**src/trace_pkg.sv**
```systemverilog
// Retirement tracer shared types
package trace_pkg;

  localparam int TRACE_DEPTH = 4;
  localparam int TAG_W       = $clog2(TRACE_DEPTH);
  localparam int CNT_W       = TAG_W + 1;
  localparam int XLEN        = 32;

  // Encodings of the instructions that retire one cycle after WB
  localparam logic [31:0] INSN_MRET     = 32'h3020_0073;
  localparam logic [31:0] INSN_URET     = 32'h0020_0073;
  localparam logic [31:0] INSN_EBREAK   = 32'h0010_0073;
  localparam logic [15:0] INSN_C_EBREAK = 16'h9002;

  typedef enum logic [1:0] {
    RK_NORMAL,
    RK_DELAYED,
    RK_DEBUG_EBREAK
  } retire_kind_e;

  typedef struct packed {
    logic [XLEN-1:0] pc;
    logic [31:0]     instr;
    logic            compressed;
    logic            id_valid;
    logic            is_decoding;
    logic            is_illegal;
    logic            trigger_match;
    logic            ebrk_insn;
  } dec_info_t;

  typedef struct packed {
    logic ex_valid;
    logic data_misaligned;
    logic wb_bypass;
    logic wb_valid;
    logic debug_mode;
    logic ebrk_force_debug_mode;
  } pipe_ctrl_t;

  typedef struct packed {
    logic            we;
    logic [5:0]      addr;
    logic [XLEN-1:0] wdata;
  } reg_wr_t;

  typedef struct packed {
    logic            req;
    logic            gnt;
    logic            we;
    logic [XLEN-1:0] addr;
    logic [XLEN-1:0] wdata;
  } mem_acc_t;

  typedef struct packed {
    logic [XLEN-1:0] pc;
    logic [31:0]     instr;
    logic            compressed;
    logic            ebreak;
    logic            wb_bypass;
    logic            misaligned;
    logic            rd_written;
    logic [5:0]      rd_addr;
    logic [XLEN-1:0] rd_wdata;
    logic            mem_valid;
    logic            mem_we;
    logic [XLEN-1:0] mem_addr;
    logic [XLEN-1:0] mem_wdata;
    logic [31:0]     cycle;
  } trace_rec_t;

  // Tagged command from a pipeline stage to the record store
  typedef struct packed {
    logic             valid;
    logic [TAG_W-1:0] tag;
    logic             set_wb_bypass;
    logic             set_misaligned;
    reg_wr_t          rd;
    logic             mem_set;
    logic             mem_we;
    logic [XLEN-1:0]  mem_addr;
    logic [XLEN-1:0]  mem_wdata;
    logic             retire;
    // WB-delay occupant retires alongside the WB stage
    logic             retire_wbd;
    logic [TAG_W-1:0] wbd_tag;
  } trace_upd_t;

endpackage

```
**src/trace_stage_tracker.sv**
```systemverilog
// Pipeline stage tracker
`timescale 1ns/1ns

module trace_stage_tracker (
  input  logic                          clk_i,
  input  logic                          rst_n,
  input  trace_pkg::dec_info_t          dec,
  input  trace_pkg::pipe_ctrl_t         pipe,
  input  trace_pkg::reg_wr_t            ex_wr,
  input  trace_pkg::reg_wr_t            wb_wr,
  input  trace_pkg::mem_acc_t           mem,
  input  logic [trace_pkg::TAG_W-1:0]   alloc_tag,
  input  logic                          full,
  output logic                          alloc,
  output trace_pkg::trace_rec_t         alloc_rec,
  output logic                          alloc_retired,
  output trace_pkg::trace_upd_t         upd_ex,
  output trace_pkg::trace_upd_t         upd_wb,
  output logic                          protocol_error,
  output logic                          overflow
);

  logic                        ex_vld_q, wb_vld_q, wbd_vld_q;
  logic                        ex_mis_q;
  logic [trace_pkg::TAG_W-1:0] ex_tag_q, wb_tag_q, wbd_tag_q;
  trace_pkg::retire_kind_e     ex_kind_q, wb_kind_q, dec_kind;
  logic [31:0]                 cycle_q;

  logic new_insn, new_ebrk;
  logic ex_hold, ex_leave, ex_bypass, ex_to_wb;
  logic wb_done, wb_to_wbd, wb_retire, wb_to_ex;
  logic mem_fire, err_ex, err_wb, err_mem;

  // mret, uret and ebreak need one extra cycle after WB
  function automatic trace_pkg::retire_kind_e classify(input logic [31:0] instr,
                                                       input logic        compressed);
    trace_pkg::retire_kind_e kind;
    kind = trace_pkg::RK_NORMAL;
    if (compressed) begin
      if (instr[15:0] == trace_pkg::INSN_C_EBREAK)
        kind = trace_pkg::RK_DELAYED;
    end else if (instr == trace_pkg::INSN_MRET || instr == trace_pkg::INSN_URET ||
                 instr == trace_pkg::INSN_EBREAK) begin
      kind = trace_pkg::RK_DELAYED;
    end
    return kind;
  endfunction

  // --------------------------------------------------
  // Decode side
  // --------------------------------------------------
  assign new_insn = dec.id_valid && dec.is_decoding && !dec.is_illegal;
  // Ebreak into debug skips the pipeline
  assign new_ebrk = !new_insn && dec.is_decoding && dec.ebrk_insn && !dec.trigger_match &&
                    (pipe.debug_mode || pipe.ebrk_force_debug_mode);
  assign dec_kind = new_ebrk ? trace_pkg::RK_DEBUG_EBREAK : classify(dec.instr, dec.compressed);

  assign alloc         = (new_insn || new_ebrk) && !full;
  assign alloc_retired = (dec_kind == trace_pkg::RK_DEBUG_EBREAK);

  always_comb begin
    alloc_rec            = '0;
    alloc_rec.pc         = dec.pc;
    alloc_rec.instr      = dec.instr;
    alloc_rec.compressed = dec.compressed;
    alloc_rec.ebreak     = new_ebrk;
    alloc_rec.cycle      = cycle_q;
  end

  // --------------------------------------------------
  // Stage movement
  // --------------------------------------------------
  assign ex_hold   = ex_vld_q && pipe.ex_valid && pipe.data_misaligned;
  assign ex_leave  = ex_vld_q && pipe.ex_valid && !pipe.data_misaligned;
  assign ex_bypass = ex_leave && pipe.wb_bypass;
  assign ex_to_wb  = ex_leave && !pipe.wb_bypass;
  assign wb_done   = wb_vld_q && pipe.wb_valid;
  assign wb_to_wbd = wb_done && (wb_kind_q == trace_pkg::RK_DELAYED);
  assign wb_retire = wb_done && !wb_to_wbd;

  always_ff @(posedge clk_i or negedge rst_n) begin
    if (!rst_n) begin
      ex_vld_q  <= 1'b0;
      ex_mis_q  <= 1'b0;
      ex_tag_q  <= '0;
      ex_kind_q <= trace_pkg::RK_NORMAL;
      wb_vld_q  <= 1'b0;
      wb_tag_q  <= '0;
      wb_kind_q <= trace_pkg::RK_NORMAL;
      wbd_vld_q <= 1'b0;
      wbd_tag_q <= '0;
      cycle_q   <= '0;
    end else begin
      cycle_q <= cycle_q + 1'b1;
      // A dropped instruction leaves EX empty
      if (new_insn) begin
        ex_vld_q  <= !full;
        ex_mis_q  <= 1'b0;
        ex_tag_q  <= alloc_tag;
        ex_kind_q <= dec_kind;
      end else if (ex_leave) begin
        ex_vld_q <= 1'b0;
        ex_mis_q <= 1'b0;
      end else if (ex_hold) begin
        ex_mis_q <= 1'b1;
      end
      if (ex_to_wb) begin
        wb_vld_q  <= 1'b1;
        wb_tag_q  <= ex_tag_q;
        wb_kind_q <= ex_kind_q;
      end else if (wb_done) begin
        wb_vld_q <= 1'b0;
      end
      if (wb_to_wbd) begin
        wbd_vld_q <= 1'b1;
        wbd_tag_q <= wb_tag_q;
      end else begin
        wbd_vld_q <= 1'b0;
      end
    end
  end

  // --------------------------------------------------
  // Tagged updates
  // --------------------------------------------------
  assign mem_fire = mem.req && mem.gnt;
  // WB write while the misaligned access is still in EX
  assign wb_to_ex = !wb_vld_q && ex_vld_q && (ex_mis_q || ex_hold);

  always_comb begin
    upd_ex                = '0;
    upd_ex.tag            = ex_tag_q;
    upd_ex.set_misaligned = ex_hold;
    upd_ex.set_wb_bypass  = ex_bypass;
    upd_ex.retire         = ex_bypass;
    upd_ex.rd             = ex_wr;
    upd_ex.rd.we          = ex_wr.we && ex_vld_q;
    upd_ex.mem_set        = mem_fire && ex_vld_q;
    upd_ex.mem_we         = mem.we;
    upd_ex.mem_addr       = mem.addr;
    upd_ex.mem_wdata      = mem.we ? mem.wdata : '0;
    upd_ex.valid          = ex_hold || ex_bypass || upd_ex.rd.we || upd_ex.mem_set;

    upd_wb            = '0;
    upd_wb.tag        = wb_vld_q ? wb_tag_q : ex_tag_q;
    upd_wb.rd         = wb_wr;
    upd_wb.rd.we      = wb_wr.we && (wb_vld_q || wb_to_ex);
    upd_wb.retire     = wb_retire;
    upd_wb.retire_wbd = wbd_vld_q;
    upd_wb.wbd_tag    = wbd_tag_q;
    upd_wb.valid      = upd_wb.rd.we || wb_retire || wbd_vld_q;
  end

  // Writes and accesses that no tracked instruction owns
  assign err_ex  = ex_wr.we && !ex_vld_q;
  assign err_wb  = wb_wr.we && !wb_vld_q && !wb_to_ex;
  assign err_mem = mem_fire && !ex_vld_q;

  always_ff @(posedge clk_i or negedge rst_n) begin
    if (!rst_n) begin
      protocol_error <= 1'b0;
      overflow       <= 1'b0;
    end else begin
      protocol_error <= err_ex || err_wb || err_mem;
      if ((new_insn || new_ebrk) && full)
        overflow <= 1'b1;
    end
  end

endmodule

```
**src/trace_retire_queue.sv**
```systemverilog
// In-order retirement record store
`timescale 1ns/1ns

module trace_retire_queue (
  input  logic                          clk_i,
  input  logic                          rst_n,
  input  logic                          alloc,
  input  trace_pkg::trace_rec_t         alloc_rec,
  input  logic                          alloc_retired,
  input  trace_pkg::trace_upd_t         upd_ex,
  input  trace_pkg::trace_upd_t         upd_wb,
  input  logic                          debug_mode,
  output logic [trace_pkg::TAG_W-1:0]   alloc_tag,
  output logic                          full,
  output logic                          retire_valid,
  output trace_pkg::trace_rec_t         retire_rec
);

  trace_pkg::trace_rec_t             mem_q [trace_pkg::TRACE_DEPTH];
  logic [trace_pkg::TRACE_DEPTH-1:0] retired_q;
  logic [trace_pkg::TAG_W-1:0]       head_q, tail_q;
  logic [trace_pkg::CNT_W-1:0]       count_q;
  logic                              alloc_ok, release_head;
  // EX command applies first so a WB write to the same record wins
  trace_pkg::trace_upd_t [1:0]       upd;

  function automatic logic [trace_pkg::TAG_W-1:0] ptr_inc(
    input logic [trace_pkg::TAG_W-1:0] ptr
  );
    logic [trace_pkg::TAG_W-1:0] nxt;
    if (ptr == trace_pkg::TAG_W'(trace_pkg::TRACE_DEPTH - 1))
      nxt = '0;
    else
      nxt = ptr + 1'b1;
    return nxt;
  endfunction

  assign upd       = {upd_wb, upd_ex};
  assign alloc_tag = tail_q;
  assign full      = (count_q == trace_pkg::CNT_W'(trace_pkg::TRACE_DEPTH));
  assign alloc_ok  = alloc && !full;

  // Ebreak records wait for debug mode
  assign release_head = (count_q != '0) && retired_q[head_q] &&
                        (!mem_q[head_q].ebreak || debug_mode);

  // --------------------------------------------------
  // Record payload
  // --------------------------------------------------
  always_ff @(posedge clk_i) begin
    if (alloc_ok)
      mem_q[tail_q] <= alloc_rec;
    for (int i = 0; i < 2; i++) begin
      if (upd[i].valid) begin
        if (upd[i].set_wb_bypass)
          mem_q[upd[i].tag].wb_bypass <= 1'b1;
        if (upd[i].set_misaligned)
          mem_q[upd[i].tag].misaligned <= 1'b1;
        if (upd[i].rd.we) begin
          mem_q[upd[i].tag].rd_written <= 1'b1;
          mem_q[upd[i].tag].rd_addr    <= upd[i].rd.addr;
          mem_q[upd[i].tag].rd_wdata   <= upd[i].rd.wdata;
        end
        // Later accesses of the same instruction are ignored
        if (upd[i].mem_set && !mem_q[upd[i].tag].mem_valid) begin
          mem_q[upd[i].tag].mem_valid <= 1'b1;
          mem_q[upd[i].tag].mem_we    <= upd[i].mem_we;
          mem_q[upd[i].tag].mem_addr  <= upd[i].mem_addr;
          mem_q[upd[i].tag].mem_wdata <= upd[i].mem_wdata;
        end
      end
    end
  end

  always_ff @(posedge clk_i) begin
    if (release_head)
      retire_rec <= mem_q[head_q];
  end

  // --------------------------------------------------
  // Pointers and retire flags
  // --------------------------------------------------
  always_ff @(posedge clk_i or negedge rst_n) begin
    if (!rst_n) begin
      head_q       <= '0;
      tail_q       <= '0;
      count_q      <= '0;
      retired_q    <= '0;
      retire_valid <= 1'b0;
    end else begin
      retire_valid <= release_head;
      if (release_head) begin
        retired_q[head_q] <= 1'b0;
        head_q            <= ptr_inc(head_q);
      end
      for (int i = 0; i < 2; i++) begin
        if (upd[i].valid && upd[i].retire)
          retired_q[upd[i].tag] <= 1'b1;
        if (upd[i].valid && upd[i].retire_wbd)
          retired_q[upd[i].wbd_tag] <= 1'b1;
      end
      if (alloc_ok) begin
        retired_q[tail_q] <= alloc_retired;
        tail_q            <= ptr_inc(tail_q);
      end
      case ({alloc_ok, release_head})
        2'b10:   count_q <= count_q + 1'b1;
        2'b01:   count_q <= count_q - 1'b1;
        default: count_q <= count_q;
      endcase
    end
  end

endmodule

```
**src/trace_unit_top.sv**
```systemverilog
// Instruction retirement tracer top
`timescale 1ns/1ns

module trace_unit_top (
  input  logic                  clk_i,
  input  logic                  rst_n,
  input  trace_pkg::dec_info_t  dec,
  input  trace_pkg::pipe_ctrl_t pipe,
  input  trace_pkg::reg_wr_t    ex_wr,
  input  trace_pkg::reg_wr_t    wb_wr,
  input  trace_pkg::mem_acc_t   mem,
  output logic                  retire_valid,
  output trace_pkg::trace_rec_t retire_rec,
  output logic                  overflow,
  output logic                  protocol_error
);

  logic                        alloc, alloc_retired, full;
  logic [trace_pkg::TAG_W-1:0] alloc_tag;
  trace_pkg::trace_rec_t       alloc_rec;
  trace_pkg::trace_upd_t       upd_ex, upd_wb;

  trace_stage_tracker u_tracker (
    .clk_i          (clk_i),
    .rst_n          (rst_n),
    .dec            (dec),
    .pipe           (pipe),
    .ex_wr          (ex_wr),
    .wb_wr          (wb_wr),
    .mem            (mem),
    .alloc_tag      (alloc_tag),
    .full           (full),
    .alloc          (alloc),
    .alloc_rec      (alloc_rec),
    .alloc_retired  (alloc_retired),
    .upd_ex         (upd_ex),
    .upd_wb         (upd_wb),
    .protocol_error (protocol_error),
    .overflow       (overflow)
  );

  // Debug mode level gates release of ebreak records
  trace_retire_queue u_queue (
    .clk_i         (clk_i),
    .rst_n         (rst_n),
    .alloc         (alloc),
    .alloc_rec     (alloc_rec),
    .alloc_retired (alloc_retired),
    .upd_ex        (upd_ex),
    .upd_wb        (upd_wb),
    .debug_mode    (pipe.debug_mode),
    .alloc_tag     (alloc_tag),
    .full          (full),
    .retire_valid  (retire_valid),
    .retire_rec    (retire_rec)
  );

endmodule

```
**config.mk**
```make
export PLATFORM = sky130hd
export DESIGN_NAME = trace_unit_top
export DESIGN_NICKNAME = d
export VERILOG_FILES = /design/src/trace_pkg.sv /design/src/trace_stage_tracker.sv /design/src/trace_retire_queue.sv /design/src/trace_unit_top.sv
export SDC_FILE = /design/constraint.sdc
export NUM_CORES = 1
export LEC_CHECK = 0
export ABC_AREA = 1
export BUFFER_PORTS_ARGS = -buffer_cell sky130_fd_sc_hd__buf_2
export CELL_PAD_IN_SITES_DETAIL_PLACEMENT = 0
export CELL_PAD_IN_SITES_GLOBAL_PLACEMENT = 2
export CORE_MARGIN = 4
export CORE_UTILIZATION = 40
export DETAILED_ROUTE_END_ITERATION = 10
export PLACE_DENSITY = 0.79
export RECOVER_POWER = 100
export SYNTH_ARGS = -nofsm -noshare
export SYNTH_HDL_FRONTEND = slang
export SYNTH_SLANG_ARGS = --single-unit
```
**constraint.sdc**
```tcl
create_clock -name clk_i -period 8.9 [get_ports clk_i]
set_input_delay 1.78 -clock clk_i [delete_from_list [all_inputs] [get_ports clk_i]]
set_output_delay 1.78 -clock clk_i [all_outputs]
set_load 0.02 [all_outputs]
```
* Word level (Yosys, flattened, before mapping)
Memories as Yosys holds them, arrays and structs flattened.
Index checks and enable logic that the tools add are counted.
** Storage, ports and cells
- Input bits :: 223
- Bits in registers :: 265
- RAM bits :: 820
- Logic and storage cells :: 184
- Output and inout bits :: 208
- Memories :: 1
** Operators by class
- $add $sub $neg :: 5
- Multiplexer cells :: 52
- Bitwise operators :: 5
- Magnitude comparators :: 10
- Equal/unequal tests :: 11
- Reductions and logical operators :: 69
** Memory list
- u_queue.mem_q :: words 4, width 205, rd ports 2, clocked after Yosys merged registers in 0, wr ports 3, line trace_retire_queue.sv:19 : trace_pkg::trace_rec_t mem_q [trace_pkg::TRACE_DEPTH];
** Operator list (count)
- logical AND 1 bit :: 38
- 2-to-1 mux 1 bit :: 33
- adder 32 x 1 -> 32 bit (second input constant) :: 1
- == test 32 x 21 -> 1 bit (second input constant) :: 1
- == test 32 x 22 -> 1 bit (second input constant) :: 1
- == test 32 x 30 -> 1 bit (second input constant) :: 1
- 2-to-1 mux 32 bit :: 1
- 2-to-1 mux 4 bit :: 5
- == test 16 bit (second input constant) :: 1
- less-than comparator 2 x 3 -> 1 bit (second input constant) :: 5
- logical OR 1 bit :: 14
- logical NOT 1 bit :: 12
- OR 4 bit :: 3
- demux 1 bit (select 2 bit) :: 5
- greater-or-equal comparator 2 x 1 -> 1 bit (second input constant) :: 5
- 2-to-1 mux 2 bit :: 5
- == test 2 bit (second input constant) :: 4
- one-hot mux 3 bit (2 select lines) :: 1
- nonzero test 2 bit :: 3
- nonzero test 3 bit :: 2
- adder 2 x 1 -> 2 bit (second input constant) :: 2
- AND 4 bit :: 1
- bitwise mux 4 bit :: 1
- == test 2 x 1 -> 1 bit (second input constant) :: 2
- other kinds (5) :: 5

* Longest topological paths before layout
Gate-level depths: netlist of the first run.
- Depth in word-level cells :: 15
- Depth in mapped cells :: 14
- Depth with buffers taken out :: 12

* Modules after synthesis
A second synthesis of the first run with hierarchy kept.
** Second synthesis, totals
- Cells, all modules :: 5701
- Area total of the unflattened synthesis :: 53677.7 µm²
** By module, submodules not included
- trace_retire_queue :: seq. area each 30919.7 µm², cells an instance 4934, instances 1, area an instance 48141.2 µm²
- trace_stage_tracker :: seq. area each 1201.2 µm², cells an instance 767, instances 1, area an instance 5536.6 µm²

* Worst setup path before layout of the first run
OpenSTA, ideal clock, no wires.
- Path kind :: input to register
- Start :: in dec[4] in the netlist's numbering
- End :: mem u_queue.mem_q[0][32] in the netlist's numbering, enable pin
- Stages :: 8
- Setup time :: 0.424 ns
- Path slack :: -0.517 ns
- Arrival :: 8.993 ns
- Path buffers :: 0
- Data required time :: 8.476 ns
- Cell sequence :: nand2_1 > nor2_1 > inv_1 > o21ai_0 > nand2_1 > nor2_1 > inv_1 > nand2_1
** RTL lines
- start, declared :: line trace_unit_top.sv:7 : input trace_pkg::dec_info_t dec,
- end, declared :: line trace_retire_queue.sv:19

==> impl_metrics.tcl, run 1 <==
set metrics [dict create \
    status "complete, but fails checks" \
    violations "capacitance limit, slew limit" \
    io_pins 431 \
    r2r_slack_ns 2.48 \
    antenna_found_initial 16 \
    max_slew_margin -1.99 \
    cts_buffers 115 \
    cts.repair.resized 0 \
    fin_area_um2 49700 \
    dieArea_um2 113000 \
    drv_cap 26 \
    seq_area_frac_synth 0.746 \
    dp.final_hpwl_um 67500 \
    finalHoldViolCount 0 \
    routed_wl_um 116000 \
    slew_viol_final 1275 \
    grt_pass1_vias 27600 \
    grt_start_max_net_pins 191 \
    power_density_nw_per_um2 334 \
    clock_sinks 1085 \
    power.total_uw 16600 \
    clk_pin_slew_ns 0.06 \
    period_needed_ns 6.68 \
    area_delta_synth_final_pct 15.4 \
    drc 0 \
    tightestPinTransition_ns 4.49 \
    max_freq_ghz 0.150 \
    yosysWarnings 0 \
    min_period_over_period 0.750 \
    synth_top_area_frac 0.704 \
    reg2reg_to "u_queue.retire_rec[92]" \
    synthDistinctLibCells 28 \
    crit_path_end_kind "register" \
    firstDrtPassIters 5 \
    nFillCells 9872 \
    hold_depth 2 \
    ir_drop_mv 0.362 \
    track_usage 0.202 \
    overflow 0 \
    port_buffers 430 \
    gp_congestion 0.762 \
    cp.arrival_ns 6.99 \
    ys_seq_elements 1085 \
    layout-drive-gt1-share 0.0890 \
    path_class "input pin to register" \
    synth_top_area_cell "edfxtp_1" \
    placed_cells 5210 \
    critPathLaunchType "input pin" \
    hold_start "u_queue.mem_q[1][136]" \
    setup_violations 0 \
    finalClockSkew_ns 0.0175 \
    die_width_um 336 \
    first_iter_violations 1984 \
    holdCritPathClass "register to register" \
    p_leak_uw 0.0172 \
    whs_endpoint "u_queue.mem_q[1][136]" \
    layoutNonFillerInstCount 5438 \
    vias 28000 \
    hold_buffers 0 \
    cts-root-buf "clkbuf_16" \
    syn-cell-area_um2 43100 \
    synth.area.top_cells "edfxtp_1, o21ai_0, nor2_1, nand2_1, dfrtp_1" \
    syn_nets 3777 \
    crit-reg2reg-launch "u_queue.head_q[0]" \
    path_max_fanout 53 \
    htree_levels 3 \
    start_util 0.403 \
    cts_tree "built" \
    clockBufferDepth 3 \
    fp.dieH_um 336 \
    dpl_cell_area_um2 46600 \
    grt_pass1_wl_um 173000 \
    wl_per_cell_um 21.3 \
    regArea_um2 32100 \
    nets 4158 \
    ant_nets 0 \
    core_area_um2 107000 \
    synth_cells 3543 \
    rr_worst_depth 5 \
    clk_latency_ns 0.69 \
    multi_input_area_um2 9660 \
    avgViaCountPerCell 5.15 \
    tns_ns 0 \
    worstPathRequired_ns 9.22 \
    synth_area_per_cell_um2 12.2 \
    fp-row-count 120 \
    cts_setup_buffers 0 \
    post-route-util 0.465 \
    grt_setup_unrepaired "false" \
]
## synthesized netlist by cell type (all sizes together)
cell    instances
o211ai          1
nand3b          1
dfrtp          60
nand4          16
a21oi          15
nor3           20
ha             10
clkbuf        182
nor2          731
or2             5
o22ai         206
a21o            1
o21ai         588
nand2         441
nor4            2
dfxtp          16
and2            1
edfxtp       1009
xnor2           8
fa              1
nand3          39
mux2            1
buf            29
xor2           21
inv           139
## worst max path at each step
stage	startpoint	end	slack [ns]	depth (start not counted)
2_1_floorplan	dec[4]	u_queue.mem_q[0][32]	-0.52	8
3_3_place_gp	dec[3]	u_queue.mem_q[0][69]	2.94	10
3_5_place_dp	dec[3]	u_queue.mem_q[0][71]	2.83	10
4_1_cts	dec[3]	u_queue.mem_q[0][70]	3.56	10
5_1_grt	u_queue.head_q[0]	u_queue.retire_rec[92]	1.75	5
6_report	dec[3]	u_queue.mem_q[1][175]	2.22	9
## cell families after synthesis
kind of cell	synth area share
AO/OA/AOI/OAI	0.100
XOR/XNOR	0.00590
adder cells (fa/ha/maj)	0.00337
buffers and inverters	0.0312
flip-flops	0.746
multiplexers	0.000262
AND/OR/NAND/NOR	0.113
## cell type report
type	count	share of cell area
antenna	13	0.000655
clock buffer	145	0.0612
clock inverter	70	0.00932
inverter	139	0.0109
multi-input combinational	2108	0.194
sequential	1085	0.646
tap	1403	0.0353
timing repair buffer	475	0.0418
## metrics by stage
stage / hold WS [ns] / worst slack, ns
floorplan: 0.413 / -0.517
global placement: 0.430 / 2.94
detailed placement: 0.435 / 2.83
CTS: 0.450 / 3.56
global route: 0.460 / 1.75
finish: 0.450 / 2.22
## power breakdown
| group | total (uW) | switching (uW) | internal [uW] | leakage [uW] |
|---|---|---|---|---|
| clock | 4470 | 1950 | 2520 | 0.00173 |
| sequential | 7550 | 418 | 7140 | 0.0103 |
| combinational | 4560 | 3540 | 1020 | 0.00515 |
| total | 16600 | 5910 | 10700 | 0.0172 |
## critical path, stage by stage
cell      delay [ns]
buf_2           0.09
nand2_1         0.05
nor2_1          0.41
inv_1           0.25
o21ai_0         0.20
nand2_1         0.37
nor2_4          0.18
clkbuf_1        2.60
buf_4           0.99
## registers in the layout (all words and copies together) (netlist names)
signal / cells
u_tracker.overflow: 1
u_queue.head_q: 2
u_tracker.wbd_tag_q: 2
u_queue.mem_q: 820
u_tracker.ex_kind_q: 2
u_queue.retired_q: 4
u_tracker.wb_vld_q: 1
u_tracker.ex_mis_q: 1
u_queue.retire_rec: 205
u_tracker.ex_vld_q: 1
u_tracker.wbd_vld_q: 1
u_tracker.wb_tag_q: 2
u_tracker.ex_tag_q: 2
u_tracker.cycle_q: 32
u_tracker.protocol_error: 1
u_queue.alloc_tag: 2
u_queue.retire_valid: 1
u_tracker.wb_kind_q: 2
u_queue.count_q: 3
## placed cells by master (no fill, tap or decap), types with 16 or more instances in the layout
cell / instances
edfxtp_1: 1009
nor2_1: 724
o21ai_0: 588
nand2_1: 436
clkbuf_1: 323
o22ai_1: 206
buf_2: 154
inv_1: 136
clkbuf_16: 117
dfrtp_1: 59
nand3_1: 39
clkinv_1: 30
clkinv_2: 29
buf_4: 22
xor2_1: 21
nor3_1: 20
nand4_1: 16
dfxtp_1: 16
## routing by layer
metal / part of all wire / wire length [um] / global-route usage / vias to the layer above
met3: 0.057 / 6620 / 0.0373 / 157
met5: 0.00029 / 34 / 0 / -
met2: 0.48 / 55400 / 0.331 / 784
met4: 0.021 / 2400 / 0.0548 / 6
li1: - / - / - / 13400
met1: 0.44 / 51500 / 0.279 / 13700
Note: power is estimated with default switching activity, not from simulation.
==> run 2: changes to the inputs <==
Settings changed: CORE_UTILIZATION 40 to 36, PLACE_DENSITY 0.79 to 0.75.
Clock period 8.9 ns to 6.02 ns, I/O delays scaled along.
==> run 2 against run 1 <==
Non-clock buffer count fell by 2. Die area rose by 11%. Sequential share of layout area fell by 1.0 points. The run still ends with capacitance limit, slew limit left. Clock power rose by 66%.
==> impl_metrics.tcl, run 2 (synthesized netlist as in run 1, its figures left out) <==
set metrics [dict create \
    drv_cap 12 \
    cts-root-buf "clkbuf_16" \
    layout-drive-gt1-share 0.0956 \
    fp.dieH_um 354 \
    crit_path_end_kind "register" \
    fp-row-count 126 \
    wl_per_cell_um 21.1 \
    clk_latency_ns 0.68 \
    gp_congestion 0.760 \
    p_leak_uw 0.0175 \
    cts_setup_buffers 0 \
    layout_commonest_cell "edfxtp_1" \
    layout_common_cells "edfxtp_1, nor2_1, o21ai_0" \
    nets 4159 \
    pwr-share-seq 0.440 \
    holdCritPathClass "register to register" \
    top_usage_layer "met2" \
    rr_worst_depth 7 \
    hold_depth 2 \
    min_period_over_period 0.792 \
    ir_drop_mv 0.312 \
    io_pins 431 \
    clock_sinks 1085 \
    firstDrtPassIters 5 \
    cts_buffers 118 \
    finalClockSkew_ns 0.0203 \
    clockBufferDepth 3 \
    htree_levels 3 \
    dieArea_um2 125000 \
    slew_viol_final 700 \
    vias 28000 \
    p_sw_uw 8820 \
    max_slew_margin -1.22 \
    swShare 0.348 \
    post-route-util 0.427 \
    avgViaCountPerCell 4.98 \
    finalHoldViolCount 0 \
    max_freq_ghz 0.210 \
    r2r_slack_ns 1.43 \
    first_iter_violations 2050 \
    grtUsageMet1 0.249 \
    grt_pass1_vias 27400 \
    startpoint "pipe[5]" \
    grt_util_met3 0.0446 \
    crit-reg2reg-launch "u_queue.head_q[0]" \
    hold_buffers 0 \
    core_area_um2 118000 \
    setup_violations 0 \
    pwr-share-comb 0.267 \
    ant_nets 0 \
    grt_start_max_net_pins 203 \
    area_delta_synth_final_pct 17.3 \
    violations "capacitance limit, slew limit" \
    path_max_fanout 76 \
    clk_pin_slew_ns 0.06 \
    power_density_nw_per_um2 502 \
    hold_start "u_queue.mem_q[2][138]" \
    start_util 0.364 \
    whs_endpoint "u_queue.mem_q[2][138]" \
    die_width_um 354 \
    internal-power_uw 16500 \
    overflow 0 \
    cts.repair.resized 0 \
    worstPathRequired_ns 6.28 \
    period_needed_ns 4.77 \
    grt_setup_unrepaired "false" \
    track_usage 0.185 \
    tns_ns 0 \
    port_buffers 430 \
    cts_tree "built" \
    routed_wl_um 119000 \
    clockPowerShare 0.293 \
    antenna_found_initial 16 \
    status "complete, but fails checks" \
    tightestPinTransition_ns 3.33 \
    grt_pass1_wl_um 176000 \
    largestRegisters "u_queue.mem_q x820, u_queue.retire_rec x205, u_tracker.cycle_q x32" \
    cp.arrival_ns 5.03 \
    reg2reg_to "u_queue.retire_rec[80]" \
    regMostFlops "u_queue.mem_q" \
    path_class "input pin to register" \
    dp.final_hpwl_um 67600 \
    largest_register_ffs 820 \
    grtUsageMet2 0.303 \
    drc 0 \
    critPathLaunchType "input pin" \
]
run 2: final cells by class:
cell class | instances | area [um^2]
multi-input cells | 2108 | 9650
fillers | 11200 | 67900
repair buffers | 473 | 2190
clock inverters | 73 | 833
clock buffers | 150 | 3170
flip-flops and latches | 1085 | 32100
inverters | 139 | 536
diodes | 2 | 5.00
well taps | 1600 | 2000
run 2: worst max path at each step:
stage / to / slack, ns
after floorplan: u_queue.mem_q[0][32] / -0.95
after CTS: u_queue.count_q[1] / 2.04
final: u_queue.mem_q[2][113] / 1.25
after global placement: u_queue.mem_q[3][39] / 1.44
after global routing: u_queue.retire_rec[80] / 1.0
after detailed placement: u_queue.mem_q[3][96] / 1.32
run 2: per-layer routing:
metal	part of all wire	vias to the layer above
met5	0.00074	-
met4	0.021	14
met3	0.069	167
met2	0.47	778
met1	0.44	13700
li1	-	13300
run 2: metrics by stage:
stage | setup WS, ns | total power (uW) | instance area [um^2] | std cells | hold WS (ns)
6_report | 1.25 | 25400 | 50500 | 5630 | 0.443
5_1_grt | 0.998 | 26800 | 50500 | 5628 | 0.463
4_1_cts | 2.04 | 26000 | 51000 | 5628 | 0.447
3_5_place_dp | 1.32 | 18500 | 47000 | 5405 | 0.433
3_3_place_gp | 1.44 | 18400 | 47000 | 5405 | 0.427
2_1_floorplan | -0.954 | 15500 | 43100 | 3543 | 0.413
run 2: power by group through the flow:
stage	Sequential, uW	Clock [uW]	Combinational, uW
5_1_grt	11300	7930	7530
3_5_place_dp	11300	0	7190
2_1_floorplan	12100	0	3420
3_3_place_gp	11300	0	7140
6_report	11200	7430	6780
4_1_cts	11100	7610	7210
run 2: critical path, stage by stage:
cell      delay (ns)
clkbuf_1        0.22
nand3_1         0.23
o211ai_1        0.18
nand2_1         0.15
nor3_2          0.18
clkbuf_1        2.37
o21ai_0         0.45
